--- src/lenet_pkg.sv ---
package lenet_pkg;

    ////////////////////////////////////////////////////////////
    // fixed-point widths
    ////////////////////////////////////////////////////////////

    localparam int PIX_W  = 16;  // pixel, weight, bias and result word
    localparam int FRAC_W = 8;   // q8.8 fraction bits
    localparam int WIN_N  = 4;   // 2x2 window
    localparam int ACC_W  = 34;  // 32-bit product plus two growth bits

    // saturation limits of a q8.8 word
    localparam logic signed [PIX_W-1:0] SAT_MAX = 16'sh7FFF;
    localparam logic signed [PIX_W-1:0] SAT_MIN = 16'sh8000;

    typedef logic [PIX_W-1:0] word_t;

    typedef enum logic [1:0] {
        OP_CONV      = 2'd0,
        OP_CONV_RELU = 2'd1,
        OP_POOL_MAX  = 2'd2  // code 3 left unused
    } opcode_e;

    ////////////////////////////////////////////////////////////
    // stage payloads
    ////////////////////////////////////////////////////////////

    // command as it arrives at the engine
    typedef struct packed {
        opcode_e                op;
        word_t [WIN_N-1:0]      pix;
        word_t [WIN_N-1:0]      wgt;
        word_t                  bias;
    } window_cmd_t;

    // decode to execute
    typedef struct packed {
        logic                   is_pool;
        logic                   relu;
        opcode_e                op;
        word_t [WIN_N-1:0]      pix;
        word_t [WIN_N-1:0]      wgt;
        logic [ACC_W-1:0]       bias_acc;  // bias already at product scale
    } exec_ctl_t;

    // execute to result
    typedef struct packed {
        logic                   is_pool;
        logic                   relu;
        opcode_e                op;
        logic [ACC_W-1:0]       acc;       // mac sum or widened pool max
        logic [ACC_W-1:0]       bias_acc;
    } acc_t;

    // engine output word
    typedef struct packed {
        opcode_e                op;
        word_t                  value;
    } result_t;

endpackage

--- src/window_decode.sv ---
`timescale 1ns/1ps

module window_decode (
    input  logic                    clk,
    input  logic                    rst,

    input  logic                    in_valid,
    input  lenet_pkg::window_cmd_t  in_cmd,
    output logic                    in_ready,

    input  logic                    advance,   // execute can take our item

    output logic                    dec_valid,
    output lenet_pkg::exec_ctl_t    dec_ctl
);

    ////////////////////////////////////////////////////////////
    // stall rule
    ////////////////////////////////////////////////////////////

    logic load;

    // free slot or the held item leaves this cycle
    assign in_ready = !dec_valid || advance;
    assign load     = in_ready && in_valid;

    always_ff @(posedge clk) begin
        if (rst) begin
            dec_valid <= 1'b0;
        end else if (in_ready) begin
            dec_valid <= in_valid;
        end
    end

    ////////////////////////////////////////////////////////////
    // opcode flags and bias alignment
    ////////////////////////////////////////////////////////////

    logic                           is_pool;
    logic                           relu;
    logic [lenet_pkg::ACC_W-1:0]    bias_acc;

    always_comb begin
        is_pool = 1'b0;
        relu    = 1'b0;
        case (in_cmd.op)
            lenet_pkg::OP_POOL_MAX:  is_pool = 1'b1;
            lenet_pkg::OP_CONV_RELU: relu    = 1'b1;
            default: ;  // plain convolution
        endcase
    end

    // q8.8 bias moved up to q16.16 so it lines up with the products
    assign bias_acc = {
        {(lenet_pkg::ACC_W - lenet_pkg::PIX_W - lenet_pkg::FRAC_W)
            {in_cmd.bias[lenet_pkg::PIX_W-1]}},
        in_cmd.bias,
        {lenet_pkg::FRAC_W{1'b0}}
    };

    // payload register
    always_ff @(posedge clk) begin
        if (load) begin
            dec_ctl.is_pool  <= is_pool;
            dec_ctl.relu     <= relu;
            dec_ctl.op       <= in_cmd.op;
            dec_ctl.pix      <= in_cmd.pix;
            dec_ctl.wgt      <= in_cmd.wgt;
            dec_ctl.bias_acc <= bias_acc;
        end
    end

endmodule

--- config.mk ---
export PLATFORM = sky130hd
export DESIGN_NAME = window_decode
export DESIGN_NICKNAME = d
export VERILOG_FILES = /design/src/lenet_pkg.sv /design/src/window_decode.sv
export SDC_FILE = /design/constraint.sdc
export NUM_CORES = 1
export LEC_CHECK = 0
export ABC_CLOCK_PERIOD_IN_PS = 3150
export BUFFER_PORTS_ARGS = -buffer_cell sky130_fd_sc_hd__buf_2
export CORE_AREA = 2 2 124 126
export CTS_CLUSTER_SIZE = 24
export DETAILED_ROUTE_END_ITERATION = 10
export DIE_AREA = 0 0 126 128
export SLEW_MARGIN = 20
export SYNTH_ARGS = -nofsm -noshare
export SYNTH_HDL_FRONTEND = slang
export SYNTH_SLANG_ARGS = --single-unit
--- constraint.sdc ---
create_clock -name clk -period 3.15 [get_ports clk]
set_input_delay 0.315 -clock clk [delete_from_list [all_inputs] [get_ports clk]]
set_output_delay 0.315 -clock clk [all_outputs]
set_load 0.01 [all_outputs]
Word-level counts from Yosys, hierarchy flattened

Cells that the tools add are included.

Mux-type cells: 2
Bitwise gates (word level): 0
Shifts and indexed selects: 0
Add/sub/neg operators: 0
Reductions and logical operators: 3
Multipliers: 0
Equality and inequality tests: 2
Divide/modulo/power cells: 0
Order comparisons: 0

Operator list:

| cell                                                | number |
|---|---|
| equality test 2 x 1 -> 1 bit, second input constant | 1 |
| equality test 2 bit, second input constant          | 1 |
| two-way mux 1 bit                                   | 2 |
| logical AND 1 bit                                   | 1 |
| logical NOT 1 bit                                   | 1 |
| logical OR 1 bit                                    | 1 |

Memory bits (read-only): 0
Bits in writable memories: 0
Word-level logic and storage cells: 20
Latch bits: 0
Output and inout port bits: 168
Memories: 0
Register bits after elaboration: 149

Longest topological paths before layout

Depth in word-level cells: 3
Depth in mapped cells: 2
Mapped depth without buffers: 2

Worst setup path after synthesis

Ideal clock, no wire load.

Path type: reg2reg
Start point: reg dec_valid
End point: reg dec_ctl[100] (netlist bit) (enable)
Arrival time: 1.553 ns
Cell stages (with the launch flop): 3
Data required time: 2.745 ns
Clock period less this slack: 1.958 ns
Setup time: 0.405 ns
Slack: 1.192 ns
Path buffers: 0
Path through: dfxtp_1 -> nand2b_4 -> and2_4

Word-level cells in the longest chain between the ends: 3

Ends and longest elaborated chain:

| element                | line                | text |
|---|---|---|
| from (decl)            | window_decode.sv:13 | `output logic dec_valid,` |
| from (signal assigned) | window_decode.sv:31 | `dec_valid <= in_valid;` |
| logical NOT 1 bit      | window_decode.sv:24 | `assign in_ready = !dec_valid \|\| advance;` |
| logical OR 1 bit       | window_decode.sv:24 |  |
| via in_ready           | window_decode.sv:9  | `output logic in_ready,` |
| logical AND 1 bit      | window_decode.sv:25 | `assign load = in_ready && in_valid;` |
| via load               | window_decode.sv:21 | `logic load;` |
| to (decl)              | window_decode.sv:14 | `output lenet_pkg::exec_ctl_t dec_ctl` |

The timed path passes the listed nets, and every way through them passes these cells.
A chain may end at the register's enable or synchronous reset.

Final worst setup path

Start point: reg dec_valid
End point: reg dec_ctl[124] (netlist bit) (enable)

Word-level cells in the longest chain between the ends: 3

Ends and longest elaborated chain:

| element           | line |
|---|---|
| logical NOT 1 bit | window_decode.sv:24 |
| logical OR 1 bit  | window_decode.sv:24 |
| logical AND 1 bit | window_decode.sv:25 |
| via load          | window_decode.sv:21 |

The timed path passes the listed nets, and every way through them passes these cells.

==> metrics <==
count of cells resized by post-cts repair 0; Max-Slew Margin vs Limit about 54%; number of antenna violations at the first check in global routing 1; slew of the pin with the lowest slew margin approximately 0.69 ns; routed vias/inst 4.07; Root Buffer Master clkbuf_16; run status complete, no violations; clock latency of the later-clocked register in the worst-skew pair ~0.41 ns; clock sink count 149; vias 2,836; sequential cell area fraction in the yosys report 96.0%; Data required, critical path 3.24 ns; warning count from the yosys run 0; Fin. Hold Viols 0; FILL cells ~1,300; reg-to-reg slack, setup approximately 1.4 ns; highest achievable clock rate approximately 570 MHz; Clock Path Buffers 2; DRC violation count after routing 0; number of nets still failing antenna checks after routing 0; kind of path behind the tightest hold check in2reg; Core Box Area 14,900 um^2; depth of the CTS H-tree 4; final max-slew violation count 0; net count reported at finish between 600 and 700; All-Layer GR Usage 13.3%; nature of the critical path startpoint flip-flop; Initial DRC Count between 60 and 70; gate count of the mapped netlist between 150 and 200; clock buffer count from CTS 17; CTS tree yes; Worst VDD drop 0.307 mV; PortBufs slightly above 300; buffers inserted during post-CTS setup optimization 0; layout-stage area growth over the synthesis result 50.3%; number of endpoints failing setup at the final stage 0; sum of negative setup slack 0 ns; Max Fanout on Critical Path 48; Die X-Extent 126 um; detailed-placement wirelength estimate slightly above 8000 um; element type at the critical path end flip-flop; die area 16,100 um^2; synthesized flop and latch total ~150; largest net degree at the start of global routing a little under 50; die extent in y ~130 um; critical path start-end classification reg2reg; post-route clock skew between 0.005 and 0.006 ns; Synth Cell Area about 4700 um^2; average wire per cell in the routed design around 16 um; setup repair after global routing missed its margin false; Pwr per Cell Area 681 nW/um^2; total overflow reported by the global router 0; total I/O pin count ~320; time the worst path needs with I/O delays and setup 1.75 ns; CTS clock-pin slew for the worst setup and hold paths about 0.060 ns; final weighted congestion in routability-driven placement ~0.75; via count of the first global-routing pass about 2,900; post-route cell area about 7000 um^2; static leakage 0.00304 uW; count of maximum capacitance violations 0; Final Routed Wirelength ~11,000 um; number of rows created at floorplan 45; total placed instance area 6380 um^2; count of distinct cell types in the synthesized netlist 9; Arrival @ worst endpoint ~1.8 ns; number of hold buffers added after cts 0; Avg Synthesized Cell Area 26.7 um^2; final critical-path share of the clock period 55.4%; DR pass1 iterations 4; initial core utilization 31.3%; fraction of layout cells with a size suffix above 1 slightly below 70%; wire length of the first global-routing pass 15,800 um
==> metrics by stage <==
step | hold slack, ns | instances | power (uW) | setup slack, ns | util (%)
6_report | 0.0542 | 696 | 4760 | 1.40 | 47.0
5_1_grt | 0.0425 | 695 | 4940 | 1.29 | 47.0
4_1_cts | 0.0298 | 695 | 4820 | 1.38 | 47.0
3_5_place_dp | 0.479 | 664 | 2740 | 1.21 | 42.9
3_3_place_gp | 0.476 | 664 | 2730 | 1.27 | 42.9
2_1_floorplan | 0.377 | 181 | 2520 | 1.19 | -
==> placed cells by master (no fill, tap or decap) <==
cell type,n
buf_2,309
edfxtp_1,148
clkbuf_16,17
conb_1,8
clkinv_2,4
bufinv_16,4
nor2b_1,2
clkinv_4,2
inv_6,2
buf_4,2
buf_12,2
diode_2,1
nand2b_4,1
inv_1,1
a21oi_2,1
and2_4,1
clkinv_1,1
clkbuf_1,1
dfxtp_1,1
==> metal layers <==
layer	wire length (um)	GRT usage, %
met1	3930	14.8
met2	5450	21.4
met3	1180	6.09
met4	272	7.11
met5	0	0
==> cells in the mapped netlist <==
master      n  area, um^2
edfxtp_1  148        4440
and2_4      1        8.76
conb_1      1        3.75
nor2b_1     2        12.5
a21oi_2     1        8.76
inv_1       1        3.75
dfxtp_1     1        20.0
buf_4      18         135
nand2b_4    1        13.8
==> critical path, stage by stage (launching register included) <==
cell and delay [ns]:
dfxtp_1 0.33, nand2b_4 0.08, and2_4 0.58, buf_4 0.39
==> worst paths after layout <==
path                               start                     end  cells past startpoint
setup / recovery  dec_valid$_SDFFE_PP0P_  dec_ctl[124]$_DFFE_PP_                      3
hold reg to reg   dec_valid$_SDFFE_PP0P_  dec_valid$_SDFFE_PP0P_                      2
hold / removal                       rst  dec_valid$_SDFFE_PP0P_                      2
setup reg to reg  dec_valid$_SDFFE_PP0P_  dec_ctl[124]$_DFFE_PP_                      3
==> cells by family after synthesis <==
kind of cell | share of synthesized area [%]
and+or+nand+nor | 0.753
AOI/OAI and AO/OA | 0.188
buffers and inverters | 2.99
DFF | 96.0
other | 0.0806
==> registers in the layout, indices dropped and copies added, names as in the netlist <==
signal,count
dec_valid,1
dec_ctl,148
==> layout make-up <==
cell class,count,area [um^2],area share (%)
Multi-Input combinational cell,13,73.8,1.06
Antenna cell,1,2.50,0.0358
Timing Repair Buffer,313,1600,22.9
Clock inverter,13,179,2.56
Sequential cell,149,4460,63.9
Clock buffer,18,429,6.14
Inverter,1,3.75,0.0537
Tap cell,188,235,3.37
==> where the power goes <==
part / internal [uW] / switching, uW
clock: 1320 / 749
sequential: 2320 / 30.7
combinational: 151 / 188
Note: power is estimated with default switching activity, not from simulation.
