--- config.mk ---
export PLATFORM = sky130hd
export DESIGN_NAME = window_result
export DESIGN_NICKNAME = d
export VERILOG_FILES = /design/src/lenet_pkg.sv /design/src/window_result.sv
export SDC_FILE = /design/constraint.sdc
export NUM_CORES = 1
export LEC_CHECK = 0
export BUFFER_PORTS_ARGS = -buffer_cell sky130_fd_sc_hd__buf_2
export CAP_MARGIN = 20
export CORE_ASPECT_RATIO = 1.4
export CORE_UTILIZATION = 48
export CTS_BUF_LIST = sky130_fd_sc_hd__clkbuf_2
export CTS_CLUSTER_DIAMETER = 50
export DETAILED_ROUTE_END_ITERATION = 8
export PLACE_DENSITY = 0.81
export SLEW_MARGIN = 0
export SYNTH_ARGS = -nofsm -noshare
export SYNTH_HDL_FRONTEND = slang
export SYNTH_SLANG_ARGS = --single-unit
--- constraint.sdc ---
create_clock -name clk -period 2.98 [get_ports clk]
set_input_delay 0.298 -clock clk [delete_from_list [all_inputs] [get_ports clk]]
set_output_delay 0.298 -clock clk [all_outputs]
set_load 0.02 [all_outputs]
--- src/lenet_pkg.sv ---
package lenet_pkg;

    ////////////////////////////////////////////////////////////
    // fixed-point widths
    ////////////////////////////////////////////////////////////

    localparam int PIX_W  = 16;  // pixel, weight, bias and result word
    localparam int FRAC_W = 8;   // q8.8 fraction bits
    localparam int WIN_N  = 4;   // 2x2 window
    localparam int ACC_W  = 34;  // 32-bit product plus two growth bits

    // saturation limits of a q8.8 word
    localparam logic signed [PIX_W-1:0] SAT_MAX = 16'sh7FFF;
    localparam logic signed [PIX_W-1:0] SAT_MIN = 16'sh8000;

    typedef logic [PIX_W-1:0] word_t;

    typedef enum logic [1:0] {
        OP_CONV      = 2'd0,
        OP_CONV_RELU = 2'd1,
        OP_POOL_MAX  = 2'd2  // code 3 left unused
    } opcode_e;

    ////////////////////////////////////////////////////////////
    // stage payloads
    ////////////////////////////////////////////////////////////

    // command as it arrives at the engine
    typedef struct packed {
        opcode_e                op;
        word_t [WIN_N-1:0]      pix;
        word_t [WIN_N-1:0]      wgt;
        word_t                  bias;
    } window_cmd_t;

    // decode to execute
    typedef struct packed {
        logic                   is_pool;
        logic                   relu;
        opcode_e                op;
        word_t [WIN_N-1:0]      pix;
        word_t [WIN_N-1:0]      wgt;
        logic [ACC_W-1:0]       bias_acc;  // bias already at product scale
    } exec_ctl_t;

    // execute to result
    typedef struct packed {
        logic                   is_pool;
        logic                   relu;
        opcode_e                op;
        logic [ACC_W-1:0]       acc;       // mac sum or widened pool max
        logic [ACC_W-1:0]       bias_acc;
    } acc_t;

    // engine output word
    typedef struct packed {
        opcode_e                op;
        word_t                  value;
    } result_t;

endpackage

--- src/window_result.sv ---
`timescale 1ns/1ps

module window_result (
    input  logic                    clk,
    input  logic                    rst,

    input  logic                    exe_valid,
    input  lenet_pkg::acc_t         exe_acc,
    output logic                    res_advance,  // back to execute

    input  logic                    out_ready,
    output logic                    out_valid,
    output lenet_pkg::result_t      out_data
);

    ////////////////////////////////////////////////////////////
    // bias, truncation, saturation, relu
    ////////////////////////////////////////////////////////////

    logic signed [lenet_pkg::ACC_W-1:0] biased;
    logic signed [lenet_pkg::ACC_W-1:0] scaled;
    logic signed [lenet_pkg::PIX_W-1:0] sat_val;
    logic signed [lenet_pkg::PIX_W-1:0] conv_val;
    lenet_pkg::word_t                   next_val;

    // q16.16 sum fits the acc width without overflow
    assign biased = exe_acc.acc + exe_acc.bias_acc;

    // dropping the extra fraction bits rounds toward minus infinity
    assign scaled = biased >>> lenet_pkg::FRAC_W;

    always_comb begin
        if (scaled > lenet_pkg::SAT_MAX) begin
            sat_val = lenet_pkg::SAT_MAX;
        end else if (scaled < lenet_pkg::SAT_MIN) begin
            sat_val = lenet_pkg::SAT_MIN;
        end else begin
            sat_val = scaled[lenet_pkg::PIX_W-1:0];
        end
    end

    always_comb begin
        conv_val = sat_val;
        if (exe_acc.relu && sat_val[lenet_pkg::PIX_W-1]) begin
            conv_val = '0;  // relu clamps negatives
        end
    end

    // pool max already a q8.8 word in the low bits
    assign next_val = exe_acc.is_pool ? exe_acc.acc[lenet_pkg::PIX_W-1:0] : conv_val;

    ////////////////////////////////////////////////////////////
    // output handshake
    ////////////////////////////////////////////////////////////

    logic load;

    // output slot free or the consumer takes it now
    assign res_advance = !out_valid || out_ready;
    assign load        = res_advance && exe_valid;

    always_ff @(posedge clk) begin
        if (rst) begin
            out_valid <= 1'b0;
        end else if (res_advance) begin
            out_valid <= exe_valid;
        end
    end

    // data holds while stalled
    always_ff @(posedge clk) begin
        if (load) begin
            out_data.op    <= exe_acc.op;
            out_data.value <= next_val;
        end
    end

endmodule

# Word level (Yosys, flattened, before mapping)
# Cells that the tools add are included.
[word_totals] reg_bits=19 inputBits=76 out_inout_bits=20 wordCells=14
[op_classes] addsub=1 n_lt_le_gt_ge=2 mux=4 reduce_logical=4
[ops] cell="16-bit two-way mux" n=4
[ops] cell="34-bit adder" n=1
[ops] cell="26-bit by 16-bit > comparator with 1-bit output (second input constant)" n=1
[ops] cell="26-bit by 16-bit < comparator with 1-bit output (second input constant)" n=1
[ops] cell="1-bit logical AND" n=2
[ops] cell="1-bit logical NOT" n=1
[ops] cell="1-bit logical OR" n=1

# Depth between registers and ports, before layout
[logic_depth] depth_word=7 depth_mapped=12 ltp_nobuf=11

# Worst setup path after synthesis
# No wires, ideal clock.
[synth_path] kind="input -> register" start="input exe_acc[18] (netlist name)" end="register out_data[0] (netlist name) (data pin)" setup_time_ns=0.274 arrival_ns=2.804 t_required_ns=2.706 path_slack_ns=-0.099 path_stages=12 n_path_buf=2 path_cell_list="ha_1 buf_2 nand4_1 or4_1 a21oi_2 nor2_2 a2111oi_4 nor3_1 a2111o_1 nor4_4 buf_6 o32ai_1"
[synth_between] elab_chain_cells=7 elab_cells_between_ends=8 classes_between="1 x add/sub; 2 x order compare; 4 x mux; 1 x reduce/logical"
[synth_lines] element="start, declared" line="window_result.sv:8" rtl="input lenet_pkg::acc_t exe_acc,"
[synth_lines] element="34-bit adder (*)" line="window_result.sv:27" rtl="assign biased = exe_acc.acc + exe_acc.bias_acc;"
[synth_lines] element="26-bit by 16-bit < comparator with 1-bit output" line="window_result.sv:35" rtl="end else if (scaled < lenet_pkg::SAT_MIN) begin"
[synth_lines] element="16-bit two-way mux" line="window_result.sv:35"
[synth_lines] element="16-bit two-way mux (*)" line="window_result.sv:33" rtl="if (scaled > lenet_pkg::SAT_MAX) begin"
[synth_lines] element="1-bit logical AND" line="window_result.sv:44" rtl="if (exe_acc.relu && sat_val[lenet_pkg::PIX_W-1]) begin"
[synth_lines] element="16-bit two-way mux (*)" line="window_result.sv:44"
[synth_lines] element="16-bit two-way mux (*)" line="window_result.sv:50" rtl="assign next_val = exe_acc.is_pool ? exe_acc.acc[lenet_pkg::PIX_W-1:0] : conv_val;"
[synth_lines] element="via next_val[0]" line="window_result.sv:24" rtl="lenet_pkg::word_t next_val;"
[synth_lines] element="end, declared" line="window_result.sv:13" rtl="output lenet_pkg::result_t out_data"
# The timed path passes the listed nets; every way through them passes the cells marked *.
# A chain may end at the register's enable or synchronous reset.

# Worst setup path after layout
[layout_path] start="input exe_acc[49] (netlist name)" end="register out_data[13] (netlist name) (data pin)"
# Same word-level chain as after synthesis.

==> reports/metrics.csv <==
stage,metric,value,unit
synthesis,synth-seq-cells,19,
global_routing,grt.total_usage,31.4,%
route,via_count,3826,
floorplan,start_util,49.4,%
placed_design,portBuffers,95,
finish,seq_area,561,µm²
min_path,holdPathStages,2,
route,drt_iter0_drc,336,
power,ir_drop,0.143,mV
synthesis,synth_mux_area_share,0.740,%
synthesis,syn_inst,363,
global_routing,grt_pass1_vias,3618,
finish,n_fill_cell,393,
floorplan,fp.coreArea,0.00582,mm²
synthesis,synth.top_cell.area_share,18.8,%
synthesis,yosys.area_share.simple,22.2,%
power,p_leak,2.12,nW
critical_path,path_max_fanout,6,
route,drc,0,
critical_path,rr_startpoint,out_valid,
sta,max_freq,341,MHz
synthesis,ys_seq_area_share,19.5,%
synthesis,synth.distinct_cells,62,
critical_path,worstReg2RegEnd,out_data[10],
global_routing,overflow,0,
route,ant_nets,0,
finish,num_antenna_cells,0,
status,outcome,finished clean,
finish,final_area,0.00451,mm²
floorplan,std_cell_rows,33,
sta,setup_viol,0,
synthesis,synth_top_family_by_area,compound AO/OA/AOI/OAI gates,
finish,final_common_cell,buf_4,
finish,drive_above_1_share,46.0,%
clocking,cts_tree,built,
floorplan,num_io_pins,96,
critical_path,crit_slowest_cell,or4_4,
clocking,cts_buffer_depth,2,
clocking,clock-root-buffer,clkbuf_2,
synthesis,yosys.area_share.xor_xnor,6.09,%
critical_path,cp_top_family,simple AND/OR/NAND/NOR gates,
finish,areaGrowthSynthToFinish,57.0,%
critical_path,setup.worst_path.start_class,input pin,
global_routing,grt_max_degree,21,
sta,finalCritPeriodShare,98.3,%
min_path,min_from,rst,
min_path,worst_hold_path.endpoint,out_valid,
clocking,clk_latency,300,ps
critical_path,max_stage_delay,570,ps
min_path,hold_path_class,in2reg,
placed_design,hpwl,8170,µm
finish,multiInputGateArea,0.00242,mm²
synthesis,synth-edff-count,18,
global_routing,grt_pass1_wl,15300,µm
critical_path,criticalPathCategory,in2reg,
power,powerDensity,309,mW/mm²
synthesis,synth_flop_cell,edfxtp_1,
critical_path,reg2regPathDepth,2,
power,total_power,1.39,mW
finish,fin_nets,678,
sta,finalClockSkew,11.7,ps
synthesis,syn_area,0.00287,mm²
global_routing,antenna_found_initial,0,
synthesis,synth-compound-area-share,34.0,%
sta,hold_violations,0,
synthesis,yosys_warnings,0,
floorplan,die_w,67.4,µm
clocking,cts_buffers,3,
placed_design,placed_area,0.00418,mm²
critical_path,critPathArrivalTime,3000,ps
clocking,cts.sinks,19,
critical_path,worst_setup_path_end_kind,register,
synthesis,yosysTopAreaCell,edfxtp_1,
synthesis,yosys.area_share.adder,13.9,%
floorplan,die_h,93.6,µm
synthesis,synthArstFlopShare,0,%
critical_path,path_cells,buf_2 -> ha_4 -> nand4_1 -> or4_4 -> a21oi_4 -> nor2_4 -> a2111oi_4 -> nor3_1 -> a2111o_1 -> nor4_4 -> or3b_4 -> o21ai_1,
clocking,clkSlewWorstSetupHoldPaths,160,ps
clocking,cts_hold_buf,0,
route,wire_per_inst,15.7,µm
sta,tightest_slew,798,ps
route,drt_first_pass_iters,6,
finish,final_util,77.5,%
job,maxCapViolations,0,
synthesis,ys_top_cells_by_area,"edfxtp_1, ha_1, a21oi_1",
finish,final_cell_mix,"buf_4, buf_2, a21oi_1",
route,finalWirelength,10000,µm
sta,finalMaxSlewViolations,0,
route,vias_per_cell,5.99,
placed_design,gp_congestion,1.06,
floorplan,die-area,0.00631,mm²
synthesis,synth_nets,471,
critical_path,crit_required,3040,ps
sta,rsz0062_at_grt,yes,
critical_path,rrSetupSlack,1510,ps
critical_path,path_buf_inv,1,
synthesis,synth_area_per_cell,7.92,µm²
clocking,htreeDepth,1,
sta,fin_crit,2930,ps
sta,slew_headroom,46.8,%
-- stage by stage --
step | hold slack, ps | TNS, ps | instances | setup slack, ps
after CTS | 134 | 0 | 636 | 12.4
after global routing | 119 | -656 | 639 | -59.1
after detailed placement | 472 | -6040 | 620 | -425
final | 139 | 0 | 639 | 49.8
after floorplan | 367 | 0 | 363 | 9.32
after global placement | 460 | -4990 | 620 | -352
-- cell families after synthesis --
| group | Yosys count |
|---|---|
| AO/OA/AOI/OAI | 145 |
| XOR/XNOR | 20 |
| adder cells (fa/ha/maj) | 32 |
| buffers and inverters | 22 |
| flip-flops | 19 |
| multiplexers | 2 |
| AND/OR/NAND/NOR | 123 |
-- area by class of cell --
| cell class | count | area share (%) |
|---|---|---|
| clock buffers | 3 | 0.333 |
| clock inverters | 1 | 0.111 |
| inverters | 8 | 0.665 |
| multi-input cells | 322 | 53.6 |
| flip-flops and latches | 19 | 12.4 |
| well taps | 70 | 1.94 |
| repair buffers | 216 | 30.9 |
-- where the power goes --
part	total [mW]	leakage [nW]	internal (mW)	switching, mW
logic	0.950	1.93	0.460	0.490
clock network	0.105	0.0164	0.0304	0.0751
registers	0.338	0.179	0.332	0.00634
-- synthesized netlist by cell type (7+ instances only) --
cell type  number
a21oi_1        40
ha_1           32
nand2_1        31
nor2_1         30
o21ai_0        23
a21o_1         21
edfxtp_1       18
nand3_1        14
nor3_1         10
o32ai_1        10
xnor2_1        10
xor2_1         10
a211oi_1        8
inv_1           8
nand4_1         7
-- registers in the layout, summed over array words and instances, names as in the netlist --
signal     count
out_valid      1
out_data      18
-- repair_timing --
action,4_1_cts,5_1_grt
pin swaps,6,14
buffers inserted,12,3
endpoints found under the setup margin,15,15
gates resized for setup,12,26
-- how the worst max path moves through the flow --
stage | endpoint | cells after the start | from
after detailed placement | out_data[4] | 13 | exe_acc[16]
after floorplan | out_data[0] | 12 | exe_acc[17]
final | out_data[13] | 12 | exe_acc[49]
after global routing | out_data[0] | 13 | exe_acc[47]
after global placement | out_data[4] | 13 | exe_acc[16]
after CTS | out_data[13] | 13 | exe_acc[2]
-- metal layers --
layer  track usage [%]  vias to the layer above  share of wire [%]
met5                 0                        -                  0
met4              16.0                        0                3.6
met3              3.41                       37                6.5
met2              56.6                      174                 52
met1              34.9                     1783                 38
li1                  -                     1832                  -
(Power assumes the default switching activity.)
